## src/logic/blimp_pkg.sv

```systemverilog
// Blimp widths, instruction field types, opcode constants and issue states
package blimp_pkg;

  // Datapath widths
  typedef logic [31:0] word_t;    // Data or instruction word
  typedef logic [31:0] addr_t;    // Byte address
  typedef logic [4:0]  reg_idx_t; // Architectural register

  // Instruction fields
  typedef logic [6:0] opcode_t;
  typedef logic [2:0] funct3_t;
  typedef logic [6:0] funct7_t;

  // --------------------------------------------------
  // RV32 encodings for ADD, ADDI and MUL
  // --------------------------------------------------

  localparam opcode_t OPC_OP     = 7'b0110011; // Register-register class
  localparam opcode_t OPC_OP_IMM = 7'b0010011; // Register-immediate class
  localparam funct3_t F3_ADD     = 3'b000;     // Shared by all three
  localparam funct7_t F7_ADD     = 7'b0000000;
  localparam funct7_t F7_MUL     = 7'b0000001; // M extension

  // Target execute pipe
  typedef enum logic {
    PIPE_ALU,
    PIPE_MUL
  } pipe_sel_t;

  // Decode-issue FSM
  typedef enum logic [1:0] {
    IDLE,  // Nothing held
    STALL, // Held behind a hazard
    SEND   // Freshly captured
  } issue_state_t;

endpackage
```

## src/logic/writeback_commit_unit.sv

```systemverilog
// Writeback-commit unit with sequence-indexed reorder buffer and in-order commit
`timescale 1ns/1ps

module writeback_commit_unit #(
  parameter int p_seq_num_bits = 5
) (
  input  logic                      clk,
  input  logic                      rst,
  // ALU completions
  input  logic                      alu_w_val,
  input  logic [p_seq_num_bits-1:0] alu_w_seq,
  input  blimp_pkg::reg_idx_t       alu_w_waddr,
  input  logic                      alu_w_wen,
  input  blimp_pkg::addr_t          alu_w_pc,
  input  blimp_pkg::word_t          alu_w_data,
  // Multiplier completions
  input  logic                      mul_w_val,
  input  logic [p_seq_num_bits-1:0] mul_w_seq,
  input  blimp_pkg::reg_idx_t       mul_w_waddr,
  input  logic                      mul_w_wen,
  input  blimp_pkg::addr_t          mul_w_pc,
  input  blimp_pkg::word_t          mul_w_data,
  // Commit
  output logic                      cm_val,
  output blimp_pkg::addr_t          cm_pc,
  output blimp_pkg::reg_idx_t       cm_waddr,
  output blimp_pkg::word_t          cm_wdata,
  output logic                      cm_wen,
  output logic [p_seq_num_bits-1:0] cm_seq
);

  import blimp_pkg::*;

  localparam int rob_entries = 2 ** p_seq_num_bits;

  logic [rob_entries-1:0]    done;     // Result present
  logic [rob_entries-1:0]    rob_wen;
  addr_t                     rob_pc    [rob_entries];
  reg_idx_t                  rob_waddr [rob_entries];
  word_t                     rob_data  [rob_entries];
  logic [p_seq_num_bits-1:0] head;     // Oldest uncommitted

  // --------------------------------------------------
  // Commit port
  // --------------------------------------------------

  assign cm_val   = done[head];        // Earliest one cycle after the strobe
  assign cm_pc    = rob_pc[head];
  assign cm_waddr = rob_waddr[head];
  assign cm_wdata = rob_data[head];
  assign cm_wen   = rob_wen[head];
  assign cm_seq   = head;

  always_ff @(posedge clk) begin
    if (rst) begin
      done <= '0;
      head <= '0;
    end else begin
      if (cm_val) begin
        done[head] <= 1'b0;            // Free the slot
        head       <= head + 1'b1;
      end
      // Completing seqs are never the head
      if (alu_w_val) done[alu_w_seq] <= 1'b1;
      if (mul_w_val) done[mul_w_seq] <= 1'b1;
    end
  end

  // Entry payload, both pipes in one cycle
  always_ff @(posedge clk) begin
    if (alu_w_val) begin
      rob_pc[alu_w_seq]    <= alu_w_pc;
      rob_waddr[alu_w_seq] <= alu_w_waddr;
      rob_wen[alu_w_seq]   <= alu_w_wen;
      rob_data[alu_w_seq]  <= alu_w_data;
    end
    if (mul_w_val) begin
      rob_pc[mul_w_seq]    <= mul_w_pc;
      rob_waddr[mul_w_seq] <= mul_w_waddr;
      rob_wen[mul_w_seq]   <= mul_w_wen;
      rob_data[mul_w_seq]  <= mul_w_data;
    end
  end

endmodule

```

## config.mk

```make
export PLATFORM = sky130hd
export DESIGN_NAME = writeback_commit_unit
export DESIGN_NICKNAME = d
export VERILOG_FILES = /design/src/logic/blimp_pkg.sv /design/src/logic/writeback_commit_unit.sv
export SDC_FILE = /design/constraint.sdc
export NUM_CORES = 2
export LEC_CHECK = 0
export ABC_AREA = 1
export BUFFER_PORTS_ARGS = -buffer_cell sky130_fd_sc_hd__buf_2
export CAP_MARGIN = 10
export CORE_ASPECT_RATIO = 0.8
export CORE_UTILIZATION = 30
export DETAILED_ROUTE_END_ITERATION = 7
export PLACE_DENSITY_LB_ADDON = 0.3
export SLEW_MARGIN = 5
export SYNTH_ARGS = -nofsm -noshare
export SYNTH_HDL_FRONTEND = slang
export SYNTH_SLANG_ARGS = --single-unit
export TNS_END_PERCENT = 1
```

## constraint.sdc

```tcl
create_clock -name clk -period 8.7 [get_ports clk]
set_input_delay 1.74 -clock clk [delete_from_list [all_inputs] [get_ports clk]]
set_output_delay 1.74 -clock clk [all_outputs]
set_load 0.05 [all_outputs]
```

==> results.py <==
metrics = {
    "clocking": {
        "cts_made_buffers": 239,
        "cts-root-buf": "clkbuf_16",
        "clock_sinks": 2282,
        "post-cts-setup-buffer-count": 0,
        "cts_max_path_buffers": 4,
        "cts_resized": 0,
        "clkTransAtPathRegs_ns": 0.06,
        "cts_hold_buf": 0,
        "htreeDepth": 4,
        "cts_tree": "done",
        "insertion_delay_ns": 0.93,
    },
    "die": {
        "rows": 202,
        "core-area_um2": 378000,
        "die_x_um": 691,
        "io_pins": 230,
        "start_util": 0.301,
        "dieArea_um2": 383000,
        "die_y_um": 553,
    },
    "route": {
        "num_vias": 94700,
        "remaining_drc_errors": 2,
        "ant_nets": 0,
        "post_drt_wl_per_cell_um": 26.4,
        "via_per_inst": 5.54,
        "dr.pass1.iters": 8,
        "drt_wl_total_mm": 451,
        "initialDrtViolationCount": 14500,
    },
    "place": {
        "gp_congestion": 0.803,
        "place_ws_ns": 2.77,
        "dpl_cell_area_um2": 118000,
        "hpwl_mm": 223,
        "port_buffers": 229,
    },
    "global_routing": {
        "grt_overflow": 0,
        "grt_pass1_wl_mm": 641,
        "grt_pass1_vias": 86200,
        "use_met2": 0.337,
        "track_usage": 0.226,
        "grt_start_max_net_pins": 207,
        "grt_util_met1": 0.336,
        "antenna_found_initial": 41,
        "met3_usage": 0.0391,
        "busiest_layer": "met2",
    },
    "setup_path": {
        "start_kind": "register",
        "cp_max_fo": 180,
        "reg2reg_slack_ns": 4.99,
        "timing.rr.start": "cm_seq[0]",
        "worstSetupEndpoint": "cm_wdata[24]",
        "critPathKind": "reg2out",
        "end_kind": "output pin",
        "cp.required_ns": 6.96,
        "reg2reg_depth": 13,
        "crit_arrival_ns": 4.94,
    },
    "outcome": {
        "violations": "DRC",
        "outcome": "complete, but fails checks",
    },
    "timing": {
        "setup_viol": 0,
        "fin_crit_sh": 0.767,
        "slew_violations": 0,
        "slew_headroom": 0.173,
        "rsz0062_at_grt": "no",
        "period_minus_slack_ns": 6.68,
        "fmax_mhz": 150,
        "layout_setup_ws_ns": 2.02,
        "worst_clock_skew_ns": 0.0134,
        "finalSetupTns_ns": 0,
        "finalHoldViolations": 0,
        "worst_pin_slew_ns": 1.24,
    },
    "synthesis": {
        "yosys.area_share.simple": 0.155,
        "yosysUniqueCellTypes": 31,
        "mappedNetlistArea_um2": 114000,
        "ys.flop_type": "edfxtp_1",
        "synth_warnings": 0,
        "synth_fa_ha_area_frac": 0.000439,
        "synth-xor-area-share": 0,
        "synth_seq_area_share": 0.594,
        "yosys-top-cells-area": "edfxtp_1, o21ai_0, nand2_1",
        "synth_top_cell_by_area": "edfxtp_1",
        "synth-edff-count": 2208,
        "synth_compound_gate_area_share": 0.189,
        "syn_nets": 12800,
        "netlist_instances": 12700,
        "post-synth-top-area-fraction": 0.581,
        "syn_area_per_cell_um2": 9.00,
        "synth-async-reset-ratio": 0,
        "synthMuxAreaShare": 0,
        "synth_top_family_by_area": "compound AO/OA/AOI/OAI gates",
        "synth_seq_cells": 2282,
    },
    "power_and_ir_drop": {
        "pwr_density_cell_nw_per_um2": 226,
        "peakVddDrop_mv": 0.200,
        "p_leak_nw": 39.3,
    },
    "worst_hold_path": {
        "min_path_type": "reg2reg",
    },
    "flow_run": {
        "maxCapViolCount": 0,
    },
    "layout": {
        "area_growth_pct": 9.79,
        "nNetsFinal": 12100,
        "layout-drive-gt1-share": 0.0644,
        "nFillCells": 38400,
        "final_area_um2": 125000,
    },
}
[worst min-delay path by stage]
stage	cells past startpoint	startpoint	slack (ns)	endpoint
floorplan	2	rob_wen[26]	0.44	rob_wen[26]
global placement	2	rob_wen[26]	0.47	rob_wen[26]
detailed placement	2	rob_wen[26]	0.47	rob_wen[26]
CTS	2	rob_wen[26]	0.48	rob_wen[26]
global route	2	rob_wen[26]	0.50	rob_wen[26]
finish	2	rob_wen[26]	0.50	rob_wen[26]
[kinds of logic (layout without fill, tap and decap cells)]
logic type | Yosys count | after routing
AOI/OAI and AO/OA | 4116 | 4116
other | 0 | 11
DFF | 2282 | 2282
adders and majority gates | 4 | 4
and+or+nand+nor | 4574 | 4574
buffers and inverters | 1694 | 1114
[cell type report]
class	instances	area [µm²]	area share
clock inverters	129	1130	0.00902
repair buffers	386	2800	0.0224
flip-flops and latches	2282	67800	0.542
multi-input cells	8694	39700	0.317
well taps	4998	6250	0.0500
diodes	11	27.5	0.000220
clock buffers	303	6260	0.0500
inverters	296	1230	0.00980
[worst max-delay path, cell delays in order, from the launching register on]
cell and delay [ns]:
dfxtp_4 0.74, buf_12 0.60, buf_4 0.95, o21ai_0 0.24, o22ai_1 0.20, nand2_1 0.08, nand3_1 0.14, nand3_1 0.15
o21ai_1 0.27, buf_2 0.34
[cell usage after synthesis, types with 8 or more instances]
library cell / n
inv_1: 286
buf_1: 29
buf_2: 366
a21oi_1: 177
nand2_1: 2906
o211ai_1: 10
buf_4: 14
o22ai_1: 443
o21ai_0: 3320
nor3_1: 28
o221ai_1: 90
o21ai_1: 68
buf_6: 8
nor2_1: 1242
clkbuf_1: 980
nand3_1: 388
dfxtp_1: 74
edfxtp_1: 2208
[layout by cell type, fill, tap and decap left out, types with 19 or more instances in the layout]
cell type | netlist | final
clkinv_2 | 0 | 34
o22ai_1 | 443 | 443
inv_1 | 286 | 271
nand2_4 | 0 | 19
nor2_4 | 2 | 33
buf_4 | 14 | 119
o21ai_0 | 3320 | 3320
dfxtp_1 | 74 | 69
clkbuf_1 | 980 | 62
clkbuf_16 | 0 | 241
edfxtp_1 | 2208 | 2208
buf_12 | 0 | 38
buf_2 | 366 | 229
o21ai_1 | 68 | 68
o221ai_1 | 90 | 90
a21oi_1 | 177 | 177
nand3_1 | 388 | 388
clkinv_1 | 2 | 63
nand2_1 | 2906 | 2887
nor3_1 | 28 | 27
nor2_1 | 1242 | 1214
[where the power goes]
group | internal, mW | switching [mW]
logic | 1.40 | 4.17
registers | 12.4 | 0.128
clock network | 5.60 | 4.61
total | 19.4 | 8.91
[state kept, by name, summed over array words and instances, names as in the netlist, named ones only]
signal     cells
rob_pc      1024
done          32
rob_data    1024
rob_wen       32
cm_seq         5
rob_waddr    160
[per-layer routing]
layer / vias to the layer above / wire, µm
met5: - / 100
met2: 5584 / 194000
li1: 42500 / -
met1: 45900 / 194000
met4: 14 / 11800
met3: 641 / 50600
[stage by stage]
stage	total power [mW]	utilization	cells	hold slack, ns
floorplan	16.5	-	12700	0.445
global placement	18.2	0.311	16700	0.467
detailed placement	18.2	0.311	16700	0.471
CTS	28.3	0.331	17100	0.481
global route	29.3	0.331	17100	0.503
finish	28.3	0.331	17100	0.498
Power figures use the tool's default switching activity.
