<file path="config.mk">
export PLATFORM = sky130hd
export DESIGN_NAME = fetch_unit
export DESIGN_NICKNAME = d
export VERILOG_FILES = /design/src/logic/blimp_pkg.sv /design/src/logic/fetch_unit.sv
export SDC_FILE = /design/constraint.sdc
export NUM_CORES = 1
export LEC_CHECK = 0
export BUFFER_PORTS_ARGS = -buffer_cell sky130_fd_sc_hd__buf_2
export CORE_MARGIN = 8
export CORE_UTILIZATION = 36
export DETAILED_ROUTE_END_ITERATION = 10
export GPL_TIMING_DRIVEN = 0
export PLACE_DENSITY_LB_ADDON = 0.05
export SETUP_SLACK_MARGIN = 0.05
export SYNTH_ARGS = -nofsm -noshare
export SYNTH_HDL_FRONTEND = slang
export SYNTH_SLANG_ARGS = --single-unit
</file>
<file path="constraint.sdc">
create_clock -name clk -period 5.9 [get_ports clk]
set_input_delay 0.885 -clock clk [delete_from_list [all_inputs] [get_ports clk]]
set_output_delay 0.885 -clock clk [all_outputs]
set_load 0.1 [all_outputs]
</file>
<file path="src/logic/blimp_pkg.sv">
// Blimp widths, instruction field types, opcode constants and issue states
package blimp_pkg;

  // Datapath widths
  typedef logic [31:0] word_t;    // Data or instruction word
  typedef logic [31:0] addr_t;    // Byte address
  typedef logic [4:0]  reg_idx_t; // Architectural register

  // Instruction fields
  typedef logic [6:0] opcode_t;
  typedef logic [2:0] funct3_t;
  typedef logic [6:0] funct7_t;

  // --------------------------------------------------
  // RV32 encodings for ADD, ADDI and MUL
  // --------------------------------------------------

  localparam opcode_t OPC_OP     = 7'b0110011; // Register-register class
  localparam opcode_t OPC_OP_IMM = 7'b0010011; // Register-immediate class
  localparam funct3_t F3_ADD     = 3'b000;     // Shared by all three
  localparam funct7_t F7_ADD     = 7'b0000000;
  localparam funct7_t F7_MUL     = 7'b0000001; // M extension

  // Target execute pipe
  typedef enum logic {
    PIPE_ALU,
    PIPE_MUL
  } pipe_sel_t;

  // Decode-issue FSM
  typedef enum logic [1:0] {
    IDLE,  // Nothing held
    STALL, // Held behind a hazard
    SEND   // Freshly captured
  } issue_state_t;

endpackage
</file>
<file path="src/logic/fetch_unit.sv">
// Fetch unit with PC, instruction memory request/response and decode buffer
`timescale 1ns/1ps

module fetch_unit (
  input  logic             clk,
  input  logic             rst,
  // Instruction memory
  output logic             imem_req_val,
  output blimp_pkg::addr_t imem_req_addr,
  input  logic             imem_req_rdy,
  input  logic             imem_resp_val,
  input  blimp_pkg::word_t imem_resp_data,
  // Toward decode
  output logic             f_val,
  output blimp_pkg::word_t f_inst,
  output blimp_pkg::addr_t f_pc,
  input  logic             f_rdy
);

  import blimp_pkg::*;

  addr_t pc;      // Address of the next request
  logic  pending; // Accepted, response not back yet

  assign imem_req_addr = pc;

  // --------------------------------------------------
  // Request and buffer control
  // --------------------------------------------------

  always_ff @(posedge clk) begin
    if (rst) begin
      pc           <= '0;
      pending      <= 1'b0;
      imem_req_val <= 1'b0;
      f_val        <= 1'b0;
    end else begin
      if (imem_req_val && imem_req_rdy) begin
        imem_req_val <= 1'b0;
        pending      <= 1'b1;
        pc           <= pc + 32'd4; // Straight-line code only
      end else if (!imem_req_val && !pending && !f_val) begin
        imem_req_val <= 1'b1;       // Buffer free, ask again
      end

      // One-entry buffer toward decode
      if (pending && imem_resp_val) begin
        pending <= 1'b0;
        f_val   <= 1'b1;
      end else if (f_val && f_rdy) begin
        f_val <= 1'b0;              // Taken by decode
      end
    end
  end

  // Response capture
  always_ff @(posedge clk) begin
    if (pending && imem_resp_val) begin
      f_inst <= imem_resp_data;
      f_pc   <= pc - 32'd4;         // PC already stepped past it
    end
  end

endmodule

</file>
==> impl_metrics.yaml, run 1 <==
outcome:
  status: "complete, no violations"
place:
  place_ws_ns: 3.01
  dp_hpwl_um: 7210
  gp_congestion: 0.773
  portBuffers: 129
  dpl-instance-area_um2: 4860
  dp.cells: 607
final_layout:
  syn_to_final_growth_pct: 25.8
  antenna_cells: 0
  layout.cells.non_filler: 623
  design_area_um2: 5060
  finalNetCount: 517
  multiInputGateArea_um2: 1360
  nFillCells: 1091
  drive_above_1_share: 0.325
  final_util: 0.465
  seq_area_um2: 2520
routing:
  route.vias.total: 3028
  routed_via_density: 4.86
  firstDrtPassIters: 4
  ant_nets: 0
  wirelength_um: 9910
  dr_wl_met3_um: 845
  drt_iter0_markers: 179
  wl_met1_um: 4520
  wl_met2_um: 4460
  top_layer: "met4"
  drc_errors: 0
  routedWlPerCell_um: 15.9
synth:
  yosysWarnings: 0
  yosysSeqAreaShare: 0.626
  ys_ff_latch: 95
  syn_area_per_cell_um2: 12.0
  ys_async_sr_fraction: 0
  netlist_instances: 335
  yosysMostFrequentCell: "edfxtp_1"
  yosysTopAreaCellShare: 0.462
  synth.largest_area_cell: "edfxtp_1"
  synth_flop_cell: "edfxtp_1"
  syn_area_um2: 4030
  synth_cell_types: 38
  synthTopCellsByArea: "edfxtp_1 46%, dfxtp_1 16%, xnor2_1 5.4%"
  synth_common_cells: "62 x edfxtp_1, 33 x dfxtp_1, 25 x xnor2_1, 22 x a21oi_1, 22 x nor2_1"
  synth_edf_count: 62
global_route:
  grt_pass1_vias: 2999
  antenna_found_initial: 0
  grtUsageTotal: 0.133
  grt_max_degree: 64
  grt_pass1_wl_um: 15700
  overflow: 0
pwr:
  max-vdd-ir-drop_mv: 0.117
  leakage_nw: 1.99
  power.total_mw: 1.36
  p_per_area_nw_per_um2: 268
worst_setup_path:
  cp.required_ns: 6.19
  cp_max_fo: 10
  crit_path_start_kind: "input pin"
  end_kind: "flip-flop"
  critPathArrivalTime_ns: 2.82
  r2r_slack_ns: 3.46
  timing.rr.end: "f_pc[23]"
  endpoint: "imem_req_addr[29]"
  critPathLaunch: "imem_req_rdy"
  r2r-start: "imem_req_addr[4]"
  crit_type: "input pin to flip-flop"
  reg2regPathDepth: 5
timing:
  max_freq_mhz: 395
  rsz0062_at_grt: "no"
  slew_violations: 0
  worst_slack_ns: 3.37
  hold_viol: 0
  setup_viol: 0
  whs_ns: 0.536
  relSlewSlack: 0.442
  worstMarginPinSlew_ns: 0.837
  finalCriticalPeriod_ns: 2.53
  period_share: 0.429
  final.setup.tns_ns: 0
  finalClockSkew_ns: 0.00957
clock_network:
  clk_pin_slew_ns: 0.10
  post-cts-setup-buffer-count: 0
  clock_sinks: 95
  cts_made_buffers: 9
  clk_latency_ns: 0.36
  tritoncts: "done"
  postCtsResizedCells: 0
  root_buffer: "clkbuf_8"
  cts-htree-levels: 3
  hold_buffers: 0
  clk_path_buf_depth: 2
die:
  die_w_um: 122
  core_um2: 10900
  rows: 38
  num_io_pins: 135
  die_area_um2: 14800
  die_y_um: 122
  start_util: 0.370
run:
  max_cap_violations: 0
hold_path:
  hp-class: "flip-flop to flip-flop"
==> sequential cells by signal, indices dropped and copies added, names as in the netlist <==
| signal | count |
|---|---|
| f_inst | 32 |
| f_val | 1 |
| pending | 1 |
| f_pc | 30 |
| imem_req_val | 1 |
| imem_req_addr | 30 |
==> critical path: stages <==
cell	delay, ns
buf_2	0.14
and4_1	0.19
clkbuf_1	0.32
nand4_1	0.33
clkbuf_1	0.34
or4_1	0.46
a21oi_1	0.15
==> layout by cell type, fill, tap and decap left out, types with 4 or more instances in the layout <==
| cell | instances |
|---|---|
| a21oi_1 | 22 |
| and4_1 | 5 |
| buf_2 | 131 |
| buf_4 | 4 |
| clkbuf_1 | 19 |
| clkbuf_8 | 10 |
| conb_1 | 4 |
| dfxtp_1 | 33 |
| edfxtp_1 | 62 |
| inv_1 | 8 |
| nand2_1 | 14 |
| nand3_1 | 16 |
| nand4_1 | 15 |
| nor2_1 | 22 |
| nor3_1 | 4 |
| o21ai_0 | 7 |
| o31ai_1 | 13 |
| or3_1 | 7 |
| or4_1 | 15 |
| xnor2_1 | 25 |
| xor2_1 | 12 |
==> worst min-delay path by stage <==
stage	start	end	slack, ns	cells after the start
5_1_grt	imem_req_addr[29]	imem_req_addr[29]	0.57	2
4_1_cts	f_val	f_val	0.54	2
2_1_floorplan	pending	pending	0.54	2
3_5_place_dp	f_val	f_val	0.51	2
3_3_place_gp	f_val	f_val	0.50	2
6_report	f_val	f_val	0.54	2
==> routing by layer <==
layer,vias up,track usage
li1,1520,-
met1,1407,0.166
met2,96,0.215
met3,5,0.0412
met4,0,0.0416
met5,-,0
==> area by class of cell <==
cell class                      count  share of cell area
Sequential cell                    95               0.498
Multi-Input combinational cell    208               0.269
Timing Repair Buffer              129               0.128
Tap cell                          140              0.0346
Clock buffer                       10              0.0272
Buffer                             27              0.0250
Clock inverter                      6              0.0128
Inverter                            8             0.00593
==> kinds of logic (layout without fill, tap and decap cells) <==
logic type | Yosys count | after routing | synth area share
DFF | 95 | 95 | 0.626
other | 1 | 4 | 0.000931
and+or+nand+nor | 122 | 122 | 0.184
adders and majority gates | 2 | 2 | 0.00621
xor gates and xnor gates | 37 | 37 | 0.0805
muxes | 1 | 1 | 0.00280
buffers and inverters | 35 | 180 | 0.0388
AOI/OAI and AO/OA | 42 | 42 | 0.0603
==> where the power goes <==
group	switching (mW)	internal [mW]	total, mW
Sequential	0.00535	0.726	0.731
Combinational	0.137	0.0436	0.181
Clock	0.236	0.210	0.445
Total	0.378	0.979	1.36
(Power assumes the default switching activity.)
==> run 2: changes to the inputs <==
clock period = 2.6 ns   (was 5.9 ns; I/O delays follow)
==> run 2 against run 1 <==
Critical path depth decreased by 2. Setup slack got worse by 3.2 ns. Register-to-register slack got worse by 3.3 ns. Design area increased by 0.32%. Combinational power grew 130%. Count of clock-buffer cells in the layout unchanged. Sequential share of layout area rose by 0.087 points. Hold slack lost 0.33 ns. Utilization up 0.15 points. Clock power grew 140%. Largest cell class unchanged.
==> impl_metrics.yaml, run 2 (synthesis gave the netlist of run 1 again) <==
outcome:
  status: "complete, no violations"
worst_setup_path:
  crit_path_start_kind: "flip-flop"
  cp.required_ns: 2.71
  crit_type: "flip-flop to flip-flop"
  critPathArrivalTime_ns: 2.55
  cp_max_fo: 7
  end_kind: "flip-flop"
pwr:
  max-vdd-ir-drop_mv: 0.241
  p_per_area_nw_per_um2: 617
  leakage_nw: 2.00
place:
  gp_congestion: 0.749
  dp_hpwl_um: 7420
  dpl-instance-area_um2: 4870
  portBuffers: 129
routing:
  drc_errors: 0
  route.vias.total: 3097
  routed_via_density: 4.99
  routedWlPerCell_um: 16.3
  ant_nets: 0
  drt_iter0_markers: 170
  firstDrtPassIters: 4
  wirelength_um: 10100
timing:
  relSlewSlack: 0.438
  hold_viol: 0
  final.setup.tns_ns: 0
  setup_viol: 0
  finalClockSkew_ns: 0.00872
  worstMarginPinSlew_ns: 0.844
  finalCriticalPeriod_ns: 2.44
  rsz0062_at_grt: "no"
  max_freq_mhz: 410
  slew_violations: 0
  period_share: 0.938
clock_network:
  root_buffer: "clkbuf_8"
  cts_made_buffers: 9
  clk_path_buf_depth: 2
  clk_latency_ns: 0.36
  clk_pin_slew_ns: 0.10
  cts-htree-levels: 3
  tritoncts: "done"
  clock_sinks: 95
  hold_buffers: 0
die:
  core_um2: 10900
  die_area_um2: 14800
  start_util: 0.370
  die_w_um: 122
  rows: 38
  num_io_pins: 135
  die_y_um: 122
final_layout:
  antenna_cells: 0
  top_register: "f_inst"
  syn_to_final_growth_pct: 26.2
  final_common_cell: "buf_2"
  mostFrequentLayoutCells: "131 x buf_2, 62 x edfxtp_1, 25 x xnor2_1, 23 x dfxtp_1"
  drive_above_1_share: 0.347
  largest_register_ffs: 32
  design_area_um2: 5080
  finalNetCount: 515
run:
  max_cap_violations: 0
global_route:
  overflow: 0
  grt_max_degree: 64
  grt_pass1_vias: 2987
  antenna_found_initial: 0
  grt_pass1_wl_um: 15800
  grtUsageTotal: 0.135
hold_path:
  hp-class: "input pin to flip-flop"
-- run 2: cell types whose count changed in the layout (fill, tap and decap cells not counted) --
cell | previous run | this run
clkinv_4 | 1 | 0
bufinv_16 | 1 | 2
inv_6 | 2 | 1
clkbuf_1 | 19 | 17
clkbuf_8 | 10 | 9
clkinvlp_4 | 0 | 1
clkbuf_2 | 0 | 1
dfxtp_2 | 0 | 10
dfxtp_1 | 33 | 23
-- run 2: report_power, final --
group	internal, mW	switching, mW
clock	0.542	0.524
sequential	1.65	0.0124
combinational	0.0983	0.312
-- run 2: worst paths after layout --
| kind | startpoint | to | slack (ns) | cells after the start |
|---|---|---|---|---|
| max | imem_req_addr[10] | f_pc[23] | 0.16 | 5 |
| min | imem_resp_data[9] | f_inst[9] | 0.20 | 1 |
| max reg2reg | imem_req_addr[10] | f_pc[23] | 0.16 | 5 |
| min reg2reg | imem_req_addr[3] | imem_req_addr[3] | 0.52 | 2 |
-- run 2: worst max-delay path, cell delays in order (launching register included) --
cell and delay [ns]:
dfxtp_2 0.34, buf_6 0.13, or4_4 0.58, nor4b_4 0.51
or4b_1 0.50, xnor2_1 0.14
-- run 2: layout make-up --
class / instances / area (µm²)
tap: 140 / 175
clock buffer: 10 / 128
multi-input combinational: 208 / 1360
sequential: 95 / 2530
inverter: 8 / 30.0
timing repair buffer: 129 / 646
clock inverter: 6 / 85.1
fill: 1061 / 5810
buffer: 25 / 120
-- run 2: routing by layer --
layer | vias to the layer above | part of all wire | GRT usage | wire length (µm)
met5 | - | 0 | 0 | 0
met4 | 0 | 0.013 | 0.0563 | 131
met3 | 11 | 0.074 | 0.0324 | 753
met2 | 106 | 0.47 | 0.219 | 4720
met1 | 1466 | 0.45 | 0.168 | 4530
li1 | 1514 | - | - | -
-- run 2: what timing repair did --
item | CTS | global route
buffers inserted | 0 | 0
gates resized for setup | 0 | 2
endpoints found under the setup margin | 0 | 15
-- run 2: metrics by stage --
step | hold slack [ns] | instances | total power, mW | setup slack, ns | utilization
after floorplan | 0.489 | 338 | 2.03 | 0.0533 | -
after global placement | 0.490 | 607 | 2.11 | -0.545 | 0.447
after detailed placement | 0.514 | 607 | 2.11 | 0.128 | 0.448
after CTS | 0.175 | 623 | 3.18 | 0.124 | 0.467
after global routing | 0.174 | 621 | 3.26 | 0.0575 | 0.467
final | 0.202 | 621 | 3.14 | 0.162 | 0.467
