--- src/logic/blimp_pkg.sv ---
// Blimp widths, instruction field types, opcode constants and issue states
package blimp_pkg;

  // Datapath widths
  typedef logic [31:0] word_t;    // Data or instruction word
  typedef logic [31:0] addr_t;    // Byte address
  typedef logic [4:0]  reg_idx_t; // Architectural register

  // Instruction fields
  typedef logic [6:0] opcode_t;
  typedef logic [2:0] funct3_t;
  typedef logic [6:0] funct7_t;

  // --------------------------------------------------
  // RV32 encodings for ADD, ADDI and MUL
  // --------------------------------------------------

  localparam opcode_t OPC_OP     = 7'b0110011; // Register-register class
  localparam opcode_t OPC_OP_IMM = 7'b0010011; // Register-immediate class
  localparam funct3_t F3_ADD     = 3'b000;     // Shared by all three
  localparam funct7_t F7_ADD     = 7'b0000000;
  localparam funct7_t F7_MUL     = 7'b0000001; // M extension

  // Target execute pipe
  typedef enum logic {
    PIPE_ALU,
    PIPE_MUL
  } pipe_sel_t;

  // Decode-issue FSM
  typedef enum logic [1:0] {
    IDLE,  // Nothing held
    STALL, // Held behind a hazard
    SEND   // Freshly captured
  } issue_state_t;

endpackage
--- src/logic/pipelined_multiplier.sv ---
// Multiplier pipe of configurable depth carrying sequence and destination tags
`timescale 1ns/1ps

module pipelined_multiplier #(
  parameter int p_seq_num_bits = 5,
  parameter int p_mul_stages   = 4
) (
  input  logic                      clk,
  input  logic                      rst,
  // From decode
  input  logic                      mul_val,
  output logic                      mul_rdy,
  input  logic [p_seq_num_bits-1:0] mul_seq,
  input  blimp_pkg::reg_idx_t       mul_waddr,
  input  logic                      mul_wen,
  input  blimp_pkg::addr_t          mul_pc,
  input  blimp_pkg::word_t          mul_op_a,
  input  blimp_pkg::word_t          mul_op_b,
  // To writeback
  output logic                      mul_w_val,
  output logic [p_seq_num_bits-1:0] mul_w_seq,
  output blimp_pkg::reg_idx_t       mul_w_waddr,
  output logic                      mul_w_wen,
  output blimp_pkg::addr_t          mul_w_pc,
  output blimp_pkg::word_t          mul_w_data
);

  import blimp_pkg::*;

  localparam int last = p_mul_stages - 1;

  word_t product;

  // Stage registers
  logic [p_mul_stages-1:0]   vld;
  logic [p_mul_stages-1:0]   wen_q;
  logic [p_seq_num_bits-1:0] seq_q   [p_mul_stages];
  reg_idx_t                  waddr_q [p_mul_stages];
  addr_t                     pc_q    [p_mul_stages];
  word_t                     data_q  [p_mul_stages];

  assign mul_rdy = 1'b1;                  // Advances every cycle
  assign product = mul_op_a * mul_op_b;   // Low word only

  always_ff @(posedge clk) begin
    if (rst) begin
      vld <= '0;
    end else begin
      vld[0] <= mul_val;
      for (int i = 1; i < p_mul_stages; i++) vld[i] <= vld[i-1];
    end
  end

  // Shift chain for result and tags
  always_ff @(posedge clk) begin
    seq_q[0]   <= mul_seq;
    waddr_q[0] <= mul_waddr;
    wen_q[0]   <= mul_wen;
    pc_q[0]    <= mul_pc;
    data_q[0]  <= product;
    for (int i = 1; i < p_mul_stages; i++) begin
      seq_q[i]   <= seq_q[i-1];
      waddr_q[i] <= waddr_q[i-1];
      wen_q[i]   <= wen_q[i-1];
      pc_q[i]    <= pc_q[i-1];
      data_q[i]  <= data_q[i-1];
    end
  end

  // Tail of the chain
  assign mul_w_val   = vld[last];
  assign mul_w_seq   = seq_q[last];
  assign mul_w_waddr = waddr_q[last];
  assign mul_w_wen   = wen_q[last];
  assign mul_w_pc    = pc_q[last];
  assign mul_w_data  = data_q[last];

endmodule

--- config.mk ---
export PLATFORM = sky130hd
export DESIGN_NAME = pipelined_multiplier
export DESIGN_NICKNAME = d
export VERILOG_FILES = /design/src/logic/blimp_pkg.sv /design/src/logic/pipelined_multiplier.sv
export SDC_FILE = /design/constraint.sdc
export NUM_CORES = 1
export LEC_CHECK = 0
export ABC_AREA = 1
export BUFFER_PORTS_ARGS = -buffer_cell sky130_fd_sc_hd__buf_2
export CAP_MARGIN = 20
export CORE_MARGIN = 3
export CORE_UTILIZATION = 45
export DETAILED_ROUTE_END_ITERATION = 6
export GPL_ROUTABILITY_DRIVEN = 0
export GPL_TIMING_DRIVEN = 0
export PLACE_DENSITY = 0.65
export SYNTH_ARGS = -nofsm -noshare
export SYNTH_HDL_FRONTEND = slang
export SYNTH_SLANG_ARGS = --single-unit
--- constraint.sdc ---
create_clock -name clk -period 7.76 [get_ports clk]
set_input_delay 1.94 -clock clk [delete_from_list [all_inputs] [get_ports clk]]
set_output_delay 1.94 -clock clk [all_outputs]
set_load 0.1 [all_outputs]
==> results of run 1 <==
timing repair:
action / CTS / global route
setup endpoints to repair: 13 / 10
setup buffers: 1 / 18
gates resized for setup: 124 / 213
pin swaps: 5 / 56
metal layers:
layer  track usage [%]  vias to the layer above
li1                  -                     7660
met1              27.8                     8082
met2              36.2                      706
met3              3.95                      158
met4              10.2                        0
met5                 0                        -
layout by cell type (no fill, tap or decap), types with 22 or more instances in the layout:
master,n
inv_1,790
nand2_1,675
fa_1,395
dfxtp_1,304
buf_2,165
ha_1,111
nand3_1,39
buf_4,35
xor2_1,28
clkbuf_16,25
nor2_1,24
a21oi_1,23
buf_6,22
state kept, by name, indices dropped and copies added, names as in the netlist:
name,flops
seq_q,20
pc_q,128
vld,4
waddr_q,20
data_q,128
wen_q,4
kinds of logic after synthesis:
logic type               Yosys count  synth area share (%)
other                              1                0.0163
adder cells (fa/ha/maj)          531                  42.2
AND/OR/NAND/NOR                  776                  13.1
XOR/XNOR                          44                  1.68
flip-flops                       304                  26.5
AO/OA/AOI/OAI                     59                  1.48
buffers and inverters            909                  15.0
worst min path at each step:
stage | from | depth (start not counted) | endpoint | slack (ns)
floorplan | data_q[0][0] | 0 | data_q[1][0] | 0.31
global route | data_q[1][2] | 0 | data_q[2][2] | 0.32
detailed placement | data_q[1][11] | 0 | data_q[2][11] | 0.31
CTS | data_q[1][3] | 0 | data_q[2][3] | 0.32
finish | data_q[2][9] | 0 | data_q[3][9] | 0.32
global placement | seq_q[1][3] | 0 | seq_q[2][3] | 0.31
per-stage QoR:
stage / setup WS, ns / cells
3_5_place_dp: -1.49 / 3457
4_1_cts: -0.0342 / 3492
2_1_floorplan: -0.00883 / 2624
3_3_place_gp: -1.39 / 3457
6_report: 0.0542 / 3508
5_1_grt: -0.109 / 3508
critical path, stage by stage:
cell	delay, ns
buf_4	0.16
buf_8	0.15
buf_2	0.17
nand2_1	0.07
inv_1	0.05
fa_1	0.51
inv_1	0.05
fa_1	0.46
fa_1	0.52
inv_1	0.06
fa_1	0.57
inv_1	0.06
fa_1	0.55
fa_1	0.45
fa_1	0.46
fa_1	0.51
inv_2	0.09
ha_4	0.30
inv_1	0.06
nor3_4	0.22
nand2_1	0.12
o21a_1	0.24
nand2_4	0.13
inv_2	0.05
nand3_2	0.08
nand2_4	0.07
Yosys cell counts, drive strengths merged:
| library cell | instances | area (sq um) |
|---|---|---|
| o31ai | 1 | 7.51 |
| nor4 | 1 | 6.26 |
| nor3 | 4 | 20.0 |
| nand3 | 45 | 225 |
| a31o | 1 | 8.76 |
| nand3b | 3 | 22.5 |
| inv | 804 | 3020 |
| buf | 38 | 184 |
| a21oi | 29 | 149 |
| ha | 123 | 1540 |
| dfxtp | 304 | 6090 |
| conb | 1 | 3.75 |
| o21bai | 5 | 37.5 |
| clkbuf | 67 | 253 |
| o21a | 1 | 7.51 |
| xnor2 | 16 | 140 |
| or2 | 1 | 6.26 |
| xor2 | 28 | 245 |
| fa | 408 | 8170 |
| nor2 | 29 | 111 |
| o21ai | 11 | 55.1 |
| a31oi | 7 | 43.8 |
| nand4 | 5 | 31.3 |
| a21o | 2 | 15.0 |
| nand2 | 688 | 2580 |
| a221oi | 1 | 8.76 |
| o211ai | 1 | 7.51 |
layout make-up:
class	count	area share, %
Clock inverter	11	0.497
Multi-Input combinational cell	1411	52.1
Timing Repair Buffer	180	3.69
Sequential cell	304	23.0
Clock buffer	30	2.59
Buffer	96	3.47
Tap cell	672	3.18
Inverter	804	11.4
==> impl_metrics.yaml, run 1 <==
detailed_routing:
  wl_met1_mm: 23.5
  wl_met2_mm: 27.3
  via_count: 16606
  first_pass_iters: 5
  wirelength_mm: 58.8
  drc: 0
  highest_layer: "met4"
  wl_per_cell_microns: 16.8
  drtIter0Drc: 1066
  vias_per_cell: 4.73
  met3_length_mm: 5.00
  ant_nets: 0
global_routing:
  grt_pass1_vias: 17263
  grt_pass1_wl_mm: 91.3
  grt_usage_pct: 21.8
  grt_max_degree: 18
  antenna_found_initial: 0
  grt_overflow_total: 0
clock_network:
  clk_latency_ns: 0.51
  clk_path_buf_depth: 3
  clockRootBuffer: "clkbuf_16"
  cts_buffers: 25
  holdBufCountCts: 0
  htree_levels: 1
  cts.sinks: 304
  clkTransAtPathRegs_ns: 0.07
  cts_tree: "built"
logic_synthesis:
  avgSynthCellArea_sq_um: 8.76
  synth_nets: 3265
  syn-instance-count: 2624
  ys_types: 35
  synth_warnings: 0
  synth_seq_cells: 304
  ys_seq_area_share_pct: 26.5
  synth_area_sq_mm: 0.0230
die:
  start_util_pct: 45.7
  coreArea_sq_mm: 0.0503
  dieArea_sq_mm: 0.0538
  io_pins: 187
  die_x_microns: 232
  row_count: 82
  die_h_microns: 232
worst_setup_path:
  reg2reg_depth: 2
  cp_max_fo: 6
  reg2reg_from: "vld[1]"
  crit_end: "data_q[0][31]"
  cp-end-kind: "flop"
  worstPathArrival_ns: 8.10
  startpoint_type: "input pin"
  reg2reg_setup_slack_ns: 7.28
  r2r_end: "vld[2]"
  cp-startpoint: "mul_op_a[9]"
  criticalPathCategory: "input pin to flop"
  required_ns: 8.16
timing:
  min_period_over_period_pct: 99.3
  relSlewSlack_pct: 49.4
  setup_viol: 0
  holdWs_ns: 0.321
  finalCriticalPeriod_ns: 7.71
  tightest_slew_ns: 0.759
  fin_skew_ns: 0.00829
  hold_viol: 0
  slew_violations: 0
  timing.fmax_mhz: 130
  rsz0062_at_grt: "true"
  final.setup.tns_ns: 0
finish:
  drive_above_1_share_pct: 13.4
  utilization_pct: 52.6
  final_area_sq_mm: 0.0264
  syn2layout_area_growth_pct: 15.0
  multi_input_area_sq_mm: 0.0138
  antenna_cells: 0
  register_area_sq_mm: 0.00609
  nets: 3463
  fillCellCount: 4553
status:
  outcome: "finished clean"
min_path:
  min_path_type: "flop to flop"
placed_design:
  hpwl_mm: 48.6
  placed_area_sq_mm: 0.0246
  io_buffers: 161
job:
  maxCapViolCount: 0
Power of run 1 is not shown: default switching activity piles up to over one toggle a cycle in this logic, so the estimate is an artifact.
==> run 2: changes to the inputs <==
CORE_ASPECT_RATIO = 0.6   (was default)
TNS_END_PERCENT = 5   (was default)
clock period = 6.4 ns   (was 7.76 ns; I/O delays follow)
==> impl_metrics.yaml, run 2 (synthesis gave the netlist of run 1 again) <==
detailed_routing:
  via_count: 16739
  wl_per_cell_microns: 18.1
  vias_per_cell: 4.76
  wirelength_mm: 63.7
  drtIter0Drc: 1648
  first_pass_iters: 6
  ant_nets: 0
  drc: 0
global_routing:
  grt_pass1_vias: 17091
  grt_usage_pct: 23.6
  grt_pass1_wl_mm: 97.1
  antenna_found_initial: 3
  grt_overflow_total: 0
  grt_max_degree: 17
timing:
  hold_viol: 0
  slew_violations: 0
  timing.fmax_mhz: 135
  finalCriticalPeriod_ns: 7.38
  relSlewSlack_pct: 35.1
  min_period_over_period_pct: 115
  setup_slack_ns: -0.984
  setup_viol: 21
  tightest_slew_ns: 0.973
  rsz0062_at_grt: "true"
  fin_skew_ns: 0.0157
finish:
  syn2layout_area_growth_pct: 15.6
  fillCellCount: 4542
  largestRegisters: "data_q (128), pc_q (128)"
  nets: 3458
  mostFrequentLayoutCell: "inv_1"
  drive_above_1_share_pct: 13.9
  register_area_sq_mm: 0.00609
  multi_input_area_sq_mm: 0.0139
  final_area_sq_mm: 0.0266
  mostFrequentLayoutCells: "inv_1, nand2_1, fa_1, dfxtp_1, buf_2"
die:
  dieArea_sq_mm: 0.0539
  coreArea_sq_mm: 0.0499
  start_util_pct: 46.1
  die_x_microns: 298
  io_pins: 187
  die_h_microns: 181
  row_count: 63
clock_network:
  htree_levels: 1
  cts.sinks: 304
  clockRootBuffer: "clkbuf_16"
  clkTransAtPathRegs_ns: 0.06
  cts_tree: "built"
  clk_path_buf_depth: 3
  cts_buffers: 26
  clk_latency_ns: 0.54
  holdBufCountCts: 0
worst_setup_path:
  reg2reg_from: "vld[0]"
  required_ns: 6.83
  crit_top_cell: "fa_1"
  cp-startpoint: "mul_op_b[2]"
  criticalPathCategory: "input pin to flop"
  startpoint_type: "input pin"
  worstPathArrival_ns: 7.81
  cp-end-kind: "flop"
  reg2reg_depth: 2
  max_stage_delay_ns: 0.58
  slowest_stage: "fa_1"
  reg2reg_setup_slack_ns: 5.92
  path_cells: "clkbuf_4, clkbuf_16, buf_12, nand2_1, fa_1, inv_1, fa_1, inv_1, fa_1, fa_1, inv_1, fa_1, fa_1, fa_1, fa_1, ha_4, a21oi_2, o21ai_0, nor2_2, nand3_4, nand2_1, nand3_2, xor2_2"
  r2r_end: "vld[1]"
  crit_end: "data_q[0][30]"
  cp_max_fo: 10
status:
  violations: "setup timing"
  outcome: "complete, but fails checks"
min_path:
  hold_start: "seq_q[0][1]"
  min_path_type: "flop to flop"
placed_design:
  placed_area_sq_mm: 0.0249
  io_buffers: 161
  hpwl_mm: 53.0
job:
  maxCapViolCount: 0
run 2: changes by cell type in the layout (fill, tap and decap cells not counted), moves of 4 or more:
cell and change:
a21oi_1 -9, buf_8 -9, ha_1 -5, buf_6 -15, ha_4 +6, clkbuf_8 +18
nand2_1 +6, clkbuf_1 +6, nand2_2 -6, buf_12 -4, clkbuf_16 +4, a21oi_2 +7
run 2: final cells by class:
cell class / count / area share (%)
multi-input cells: 1411 / 52.4
flip-flops and latches: 304 / 22.9
inverters: 804 / 11.4
plain buffers: 99 / 3.43
repair buffers: 171 / 3.42
well taps: 682 / 3.21
clock buffers: 36 / 2.78
clock inverters: 11 / 0.461
diodes: 1 / 0.00941
run 2: layer usage:
layer,GRT usage [%],up-vias,wire [microns]
met2,33.7,831,26400
met3,6.79,85,8050
met1,35.2,8165,27900
met4,5.88,0,1420
met5,0,-,0
li1,-,7658,-
run 2: through the flow:
stage / hold WS (ns) / TNS, ns / cells / setup WS (ns) / utilization [%]
6_report: 0.312 / -10.93 / 3519 / -0.984 / 53.3
5_1_grt: 0.319 / -14.57 / 3519 / -1.12 / 53.3
4_1_cts: 0.301 / -9.88 / 3513 / -0.882 / 52.9
3_5_place_dp: 0.312 / -35.10 / 3467 / -2.20 / 50.0
3_3_place_gp: 0.310 / -32.96 / 3467 / -2.14 / 50.0
2_1_floorplan: 0.310 / -11.24 / 2624 / -0.838 / -
run 2: critical path: cells and delay by family:
kind	cells	cell delay, ns
buf+inv	6	0.60
compound gates	2	0.35
fa+ha+maj	9	4.45
simple gates	5	0.57
xor+xnor	1	0.21
run 2: how the worst min path moves through the flow:
stage / to / slack, ns / depth (start not counted)
floorplan: data_q[1][0] / 0.31 / 0
global placement: pc_q[2][21] / 0.31 / 0
detailed placement: data_q[1][10] / 0.31 / 0
CTS: seq_q[1][1] / 0.30 / 0
global route: pc_q[2][21] / 0.32 / 0
finish: seq_q[1][1] / 0.31 / 0
run 2: timing repair:
action                     4_1_cts  5_1_grt
pin swaps                       30       40
resized for setup              159       50
setup endpoints to repair       22       22
setup buffers                    5        5
Power of run 2 is left out for the same reason.
