--- config.mk ---
export PLATFORM = sky130hd
export DESIGN_NAME = alu_unit
export DESIGN_NICKNAME = d
export VERILOG_FILES = /design/src/logic/blimp_pkg.sv /design/src/logic/alu_unit.sv
export SDC_FILE = /design/constraint.sdc
export NUM_CORES = 1
export LEC_CHECK = 0
export ABC_AREA = 1
export BUFFER_PORTS_ARGS = -buffer_cell sky130_fd_sc_hd__buf_4
export CORE_ASPECT_RATIO = 0.8
export CORE_MARGIN = 5
export CORE_UTILIZATION = 42
export DETAILED_ROUTE_END_ITERATION = 10
export GPL_TIMING_DRIVEN = 0
export PLACE_DENSITY = 0.76
export SYNTH_ARGS = -nofsm -noshare
export SYNTH_HDL_FRONTEND = slang
export SYNTH_SLANG_ARGS = --single-unit
--- constraint.sdc ---
create_clock -name clk -period 1.35 [get_ports clk]
set_input_delay 0.0675 -clock clk [delete_from_list [all_inputs] [get_ports clk]]
set_output_delay 0.0675 -clock clk [all_outputs]
set_load 0.02 [all_outputs]
--- src/logic/blimp_pkg.sv ---
// Blimp widths, instruction field types, opcode constants and issue states
package blimp_pkg;

  // Datapath widths
  typedef logic [31:0] word_t;    // Data or instruction word
  typedef logic [31:0] addr_t;    // Byte address
  typedef logic [4:0]  reg_idx_t; // Architectural register

  // Instruction fields
  typedef logic [6:0] opcode_t;
  typedef logic [2:0] funct3_t;
  typedef logic [6:0] funct7_t;

  // --------------------------------------------------
  // RV32 encodings for ADD, ADDI and MUL
  // --------------------------------------------------

  localparam opcode_t OPC_OP     = 7'b0110011; // Register-register class
  localparam opcode_t OPC_OP_IMM = 7'b0010011; // Register-immediate class
  localparam funct3_t F3_ADD     = 3'b000;     // Shared by all three
  localparam funct7_t F7_ADD     = 7'b0000000;
  localparam funct7_t F7_MUL     = 7'b0000001; // M extension

  // Target execute pipe
  typedef enum logic {
    PIPE_ALU,
    PIPE_MUL
  } pipe_sel_t;

  // Decode-issue FSM
  typedef enum logic [1:0] {
    IDLE,  // Nothing held
    STALL, // Held behind a hazard
    SEND   // Freshly captured
  } issue_state_t;

endpackage
--- src/logic/alu_unit.sv ---
// One-cycle adder pipe for ADD and ADDI
`timescale 1ns/1ps

module alu_unit #(
  parameter int p_seq_num_bits = 5
) (
  input  logic                      clk,
  input  logic                      rst,
  // From decode
  input  logic                      alu_val,
  output logic                      alu_rdy,
  input  logic [p_seq_num_bits-1:0] alu_seq,
  input  blimp_pkg::reg_idx_t       alu_waddr,
  input  logic                      alu_wen,
  input  blimp_pkg::addr_t          alu_pc,
  input  blimp_pkg::word_t          alu_op_a,
  input  blimp_pkg::word_t          alu_op_b,
  // To writeback
  output logic                      alu_w_val,
  output logic [p_seq_num_bits-1:0] alu_w_seq,
  output blimp_pkg::reg_idx_t       alu_w_waddr,
  output logic                      alu_w_wen,
  output blimp_pkg::addr_t          alu_w_pc,
  output blimp_pkg::word_t          alu_w_data
);

  import blimp_pkg::*;

  word_t sum;

  assign alu_rdy = 1'b1;               // Never stalls
  assign sum     = alu_op_a + alu_op_b; // Wraps at 32 bits

  always_ff @(posedge clk) begin
    if (rst) alu_w_val <= 1'b0;
    else     alu_w_val <= alu_val;
  end

  // Result and tags
  always_ff @(posedge clk) begin
    alu_w_seq   <= alu_seq;
    alu_w_waddr <= alu_waddr;
    alu_w_wen   <= alu_wen;
    alu_w_pc    <= alu_pc;
    alu_w_data  <= sum;
  end

endmodule

==> run summary, run 1 <==
Top layer reached by signal wires: met4
Setup tns final: 0 ns
CP max stage cell: fa_2
Part of the cycle the worst path needs: 93.5%
CP Launch Type: input port
Metal-1 WL: 5770 um
Max VDD drop: 844 uV
Post-synth EDFFs: 0
Core area: 0.00908 mm2
Final WL: 13100 um
Worst hold endpoint: alu_w_data[1]
CP delay by family, top: simple AND/OR/NAND/NOR gates
Starting Density: 43.2%
IO Pins: 187
Remaining antenna violation count: 0
Top cell type's share of synthesized area: 38.8%
Leakage Power: 3.60 nW
Drt drc: 0
Synth Cell Area: 0.00393 mm2
MaxCap Viol Count: 0
Inserted Clock Buffers: 9
Cell mode on critical path: nand2_1
DRT Pass-1 Iters: 4
Via count: 4202
Metal3 WL: 862 um
Slew Viols, Final: 0
Worst min-delay path startpoint: alu_op_b[1]
Synth warnings: 0
Synth top area cells: dfxtp_1 39%, nand2_1 21%, inv_1 11%
Overall Global Routing Usage: 23.0%
Htree depth: 3
Post-synthesis sequential area ratio: 38.8%
Endpoints failing setup: 0
Synth-to-Final Area Change: 59.0%
CTS root buffer: clkbuf_16
Crit Path Class: in -> reg
Synth cell types: 23
Final hold vios: 0
Gpl congestion: 0.914
Met2 routed WL: 6260 um
Routed WL per cell: 14.0 um
Fraction of registers with async set/reset: 0%
Largest area contributor in the netlist: dfxtp_1
Syn Area/Cell: 6.84 um2
Hold path depth: 2
Post-synth top flop: dfxtp_1
Yosys reg bits: 76
First-pass GRT wire length: 21000 um
Worst-path fanout max: 4
Final Critical Period: 1.26 ns
IO Port Bufs: 185
Crit path capture type: register
Largest net degree at the start of global routing: 16
Most frequent cells in the layout: 220 x nand2_1, 186 x buf_4, 110 x inv_1
Required time of the critical path: 1.57 ns
Cell Chain, Critical Path: buf_4, ha_4, fa_2, nand3_2, nand3_2, nand2_1, nand2_2, nand2_1, nand2_2, nand2_1, nand2_1, nand2_1, nand2_1
Site Rows: 31
Die area: 0.0114 mm2
Die Ht: 96.5 um
CTS tree: done
CTS clock-pin slew for the worst setup and hold paths: 0.07 ns
Peak Freq: 792 MHz
Vias per cell: 4.49
Fin area: 0.00624 mm2
Initial antenna violation count: 0
Clk sinks: 76
Ant. Diodes: 0
HPWL Detailed: 10200 um
WP data arrival: 1.49 ns
Delay of the slowest cell on the worst path: 0.39 ns
Crit path buffers/inverters: 1
Die width: 118 um
Status: completed
Clock Tree Buf Depth: 2
Final net count: 958
Most common cell after layout, fill and taps aside: nand2_1
Ratio of cells with drive above 1 in the final layout: 28.9%
Hold Crit Class: in -> reg
DP Area: 0.00548 mm2
Post-synth net total: 716
DRC marker count from the first detailed-route iteration: 239
Overflow after GRT: 0
Cell count after synthesis: 574
Number of global-route vias before repair: 4282
P per Cell Area: 1140 mW/mm2
registers in the layout, summed over array words and instances (netlist names):
| register | cells |
|---|---|
| alu_w_waddr | 5 |
| alu_w_pc | 32 |
| alu_w_wen | 1 |
| alu_w_data | 32 |
| alu_w_val | 1 |
| alu_w_seq | 5 |
synth_stat cells (2+ instances only):
cell      number
nand3_2        4
a21oi_1       19
xnor2_1        2
nor2_1        39
o21bai_1       2
nor2_2         2
xor2_1        14
nand2_2       14
inv_2          3
inv_1        110
nand2_1      221
nor3_1         3
nand3_1       23
nor3_2         2
ha_1          31
nand4_1        3
dfxtp_1       76
per-stage QoR:
| step | power (mW) | hold slack [ns] | setup WS (ns) | utilization (%) | std cells |
|---|---|---|---|---|---|
| after global placement | 4.67 | 0.173 | -0.273 | 60.4 | 874 |
| final | 7.09 | 0.0394 | 0.0878 | 68.8 | 936 |
| after floorplan | 3.78 | 0.0952 | 0.00248 | - | 574 |
| after global routing | 7.52 | 0.0444 | -0.0110 | 68.8 | 936 |
| after CTS | 7.14 | 0.0260 | 0.0756 | 68.5 | 936 |
| after detailed placement | 4.70 | 0.173 | -0.267 | 60.4 | 874 |
worst max path at each step:
stage / start / end / depth (start not counted)
final: alu_op_a[0] / alu_w_data[28] / 13
after detailed placement: alu_op_a[0] / alu_w_data[28] / 13
after global routing: alu_op_a[16] / alu_w_data[30] / 12
after CTS: alu_op_a[0] / alu_w_data[28] / 13
after global placement: alu_op_a[0] / alu_w_data[28] / 13
after floorplan: alu_op_a[0] / alu_w_data[28] / 12
area by class of cell:
| type | count | area (um2) |
|---|---|---|
| repair buffers | 231 | 1850 |
| flip-flops and latches | 76 | 1520 |
| plain buffers | 1 | 7.51 |
| clock inverters | 7 | 57.6 |
| inverters | 113 | 424 |
| clock buffers | 9 | 225 |
| fillers | 763 | 2840 |
| multi-input cells | 384 | 2010 |
| well taps | 115 | 144 |
logic make-up (layout without fill, tap and decap cells):
family,after synthesis,count (layout),share of synthesized area [%]
and+or+nand+nor,312,312,33.0
buffers and inverters,114,361,11.0
DFF,76,76,38.8
adders and majority gates,32,32,10.4
AOI/OAI and AO/OA,23,23,3.22
xor gates and xnor gates,16,16,3.57
other,1,1,0.0955
layer usage:
layer	global-route usage, %	vias to the layer above
li1	-	2197
met1	28.3	1834
met2	40.3	152
met3	4.71	19
met4	8.50	0
met5	0	-
report_power, final:
part	switching (mW)	total [mW]	internal, mW
Sequential	0.0837	2.59	2.51
Combinational	1.22	2.19	0.971
Clock	1.03	2.31	1.28
Total	2.34	7.09	4.75
what timing repair did:
| item | CTS | global route |
|---|---|---|
| hold endpoints to repair | 45 | 0 |
| gates resized for setup | 0 | 5 |
| hold buffers | 46 | 0 |
| setup buffers | 0 | 0 |
| setup endpoints to repair | 0 | 5 |
(Power assumes the default switching activity.)
==> run 2, diff against run 1 <==
--- a/config.mk
+++ b/config.mk
@@ -5,14 +5,13 @@
 export SDC_FILE = /design/constraint.sdc
 export NUM_CORES = 1
 export LEC_CHECK = 0
-export ABC_AREA = 1
 export BUFFER_PORTS_ARGS = -buffer_cell sky130_fd_sc_hd__buf_4
 export CORE_ASPECT_RATIO = 0.8
 export CORE_MARGIN = 5
-export CORE_UTILIZATION = 42
+export CORE_UTILIZATION = 40
 export DETAILED_ROUTE_END_ITERATION = 10
 export GPL_TIMING_DRIVEN = 0
-export PLACE_DENSITY = 0.76
+export PLACE_DENSITY = 0.77
 export SYNTH_ARGS = -nofsm -noshare
 export SYNTH_HDL_FRONTEND = slang
 export SYNTH_SLANG_ARGS = --single-unit
==> run summary, run 2 <==
CTS clock-pin slew for the worst setup and hold paths: 0.08 ns (was 0.07 ns)
Most frequent cells in the layout: 204 x buf_4, 76 x dfxtp_1, 46 x dlygate4sd3_1 (was 220 x nand2_1, 186 x buf_4, 110 x inv_1)
Overflow after GRT: 0 (unchanged)
First-pass GRT wire length: 20900 um (was 21000 um)
Setup ws final: -0.353 ns (was 0.0878 ns)
Ant. Diodes: 0 (unchanged)
Gpl congestion: 0.827 (was 0.914)
Site Rows: 29 (was 31)
Top-count cell post-synth: dfxtp_1 (was nand2_1)
Htree depth: 3 (unchanged)
Inserted Clock Buffers: 9 (unchanged)
Simple-gate share of the synthesized area: 9.82% (was 33.0%)
Synth Area in Compound Gates: 21.1% (was 3.22%)
Ratio of cells with drive above 1 in the final layout: 55.2% (was 28.9%)
WP data arrival: 1.93 ns (was 1.49 ns)
Synth Cell Area: 0.00329 mm2 (was 0.00393 mm2)
Post-synthesis mux area share: 0.609% (was 0%)
HPWL Detailed: 8370 um (was 10200 um)
Clk sinks: 76 (unchanged)
Yosys reg bits: 76 (unchanged)
Vias per cell: 5.05 (was 4.49)
Crit path capture type: register (unchanged)
RSZ-0062 raised after global routing: true
Xor and xnor area share after synthesis: 7.46% (was 3.57%)
Synth-to-Final Area Change: 99.5% (was 59.0%)
Hold Crit Class: in -> reg (unchanged)
Die area: 0.0101 mm2 (was 0.0114 mm2)
CTS root buffer: clkbuf_8 (was clkbuf_16)
Violated checks: setup timing
Status: complete, but fails checks (was completed)
Final net count: 738 (was 958)
Core area: 0.00798 mm2 (was 0.00908 mm2)
IO Pins: 187 (unchanged)
Most common cell after layout, fill and taps aside: buf_4 (was nand2_1)
Fraction of registers with async set/reset: 0% (unchanged)
Peak Freq: 587 MHz (was 792 MHz)
Power Total: 7.40 mW (was 7.09 mW)
Post-synth top cells: 76 x dfxtp_1, 31 x ha_1, 29 x a21oi_1 (was 221 x nand2_1, 110 x inv_1, 76 x dfxtp_1)
DRT Pass-1 Iters: 4 (unchanged)
Endpoints failing setup: 22 (was 0)
Final WL: 13500 um (was 13100 um)
Leakage Power: 2.97 nW (was 3.60 nW)
Slew Viols, Final: 0 (unchanged)
Part of the cycle the worst path needs: 126% (was 93.5%)
Starting Density: 41.2% (was 43.2%)
Synth Area in Adders: 12.4% (was 10.4%)
MaxCap Viol Count: 0 (unchanged)
Die Ht: 91.1 um (was 96.5 um)
Synth warnings: 0 (unchanged)
Top cell type's share of synthesized area: 46.3% (was 38.8%)
Via count: 3578 (was 4202)
Cell count after synthesis: 319 (was 574)
DRC marker count from the first detailed-route iteration: 134 (was 239)
Fin util: 82.1% (was 68.8%)
Biggest regs: alu_w_data: 32 flops, alu_w_pc: 32 flops (unchanged)
Final hold vios: 0 (unchanged)
IO Port Bufs: 185 (unchanged)
Post-synth top flop: dfxtp_1 (unchanged)
Largest area contributor in the netlist: dfxtp_1 (unchanged)
Syn Area/Cell: 10.3 um2 (was 6.84 um2)
CTS tree: done (unchanged)
Overall Global Routing Usage: 25.6% (was 23.0%)
Post-synth net total: 461 (was 716)
Number of global-route vias before repair: 3818 (was 4282)
P per Cell Area: 1130 mW/mm2 (was 1140 mW/mm2)
Synth cell types: 54 (was 23)
Clock Tree Buf Depth: 2 (unchanged)
Crit Path Class: in -> reg (unchanged)
Routed WL per cell: 19.1 um (was 14.0 um)
Largest family of logic cells by synthesized area: compound AO/OA/AOI/OAI gates (was simple AND/OR/NAND/NOR gates)
Synth top area cells: dfxtp_1 46%, ha_1 12%, a21oi_1 4.4% (was dfxtp_1 39%, nand2_1 21%, inv_1 11%)
Die width: 111 um (was 118 um)
Post-synth EDFFs: 0 (unchanged)
Max VDD drop: 653 uV (was 844 uV)
Worst-path fanout max: 4 (unchanged)
Initial antenna violation count: 0 (unchanged)
Required time of the critical path: 1.58 ns (was 1.57 ns)
Final Critical Period: 1.70 ns (was 1.26 ns)
Pre-CTS WS: -0.838 ns (was -0.267 ns)
Remaining antenna violation count: 0 (unchanged)
Largest net degree at the start of global routing: 15 (was 16)
CP Launch Type: input port (unchanged)
Drt drc: 0 (unchanged)
Post-synthesis sequential area ratio: 46.3% (was 38.8%)
==> run 2: changes by cell type after synthesis, sizes merged, moves of 9 or more <==
| cell | before | now |
|---|---|---|
| nand3 | 27 | 10 |
| o21ai | 0 | 15 |
| xnor2 | 2 | 13 |
| a21o | 1 | 19 |
| nor2 | 41 | 12 |
| a21oi | 20 | 29 |
| inv | 113 | 6 |
| nand2 | 235 | 19 |
==> run 2: final timing paths <==
kind                   startpoint             end  depth (start not counted)
worst min-delay path  alu_op_b[1]   alu_w_data[1]                          2
worst max-delay path  alu_op_b[4]  alu_w_data[31]                          9
==> run 2: logic make-up after synthesis <==
family | after synthesis
compound gates | 97
xor+xnor | 28
fa+ha+maj | 32
buf+inv | 17
flops | 76
mux | 2
other cells | 1
simple gates | 66
==> run 2: repair_timing <==
| item | in CTS | in global routing |
|---|---|---|
| resized for setup | 62 | 27 |
| hold buffers | 46 | 0 |
| pin swaps | 41 | 34 |
| hold endpoints to repair | 45 | 0 |
| setup buffers | 28 | 14 |
| setup endpoints to repair | 16 | 20 |
==> run 2: power breakdown <==
part | internal, mW | switching (mW) | leakage, nW
Combinational | 1.39 | 1.36 | 2.22
Sequential | 2.53 | 0.103 | 0.641
Clock | 1.11 | 0.909 | 0.111
Total | 5.03 | 2.37 | 2.97
==> run 2: per-layer routing <==
metal / up-vias / global-route usage (%) / share of wire, %
met1: 1705 / 31.1 / 41
li1: 1711 / - / -
met4: 0 / 5.78 / 1.4
met3: 14 / 5.71 / 5.6
met5: - / 0 / 0
met2: 148 / 46.2 / 52
==> run 2: worst max-delay path: stages <==
cell and delay (ns):
buf_4 0.13, ha_4 0.28, o211ai_2 0.12, o21ai_4 0.22
o21bai_4 0.10, a22oi_4 0.22, a31oi_4 0.14, o311a_1 0.30
or3_1 0.35
==> run 2: layout make-up <==
type	instances	area (um2)
Buffer	5	46.3
Clock buffer	10	138
Clock inverter	6	95.1
Fill cell	444	1430
Inverter	6	22.5
Multi-Input combinational cell	226	2350
Sequential cell	76	1520
Tap cell	108	135
Timing Repair Buffer	272	2250
==> run 2: metrics by stage <==
stage                     instances  area (um2)  hold WS, ns  setup TNS, ns
after floorplan                 319        3630       0.0952          -4.27
after global placement          612        5150        0.172         -10.48
after detailed placement        612        5150        0.173         -10.99
after CTS                       698        6340       0.0116          -2.26
after global routing            709        6560      0.00419          -4.59
final                           709        6560       0.0252          -3.51
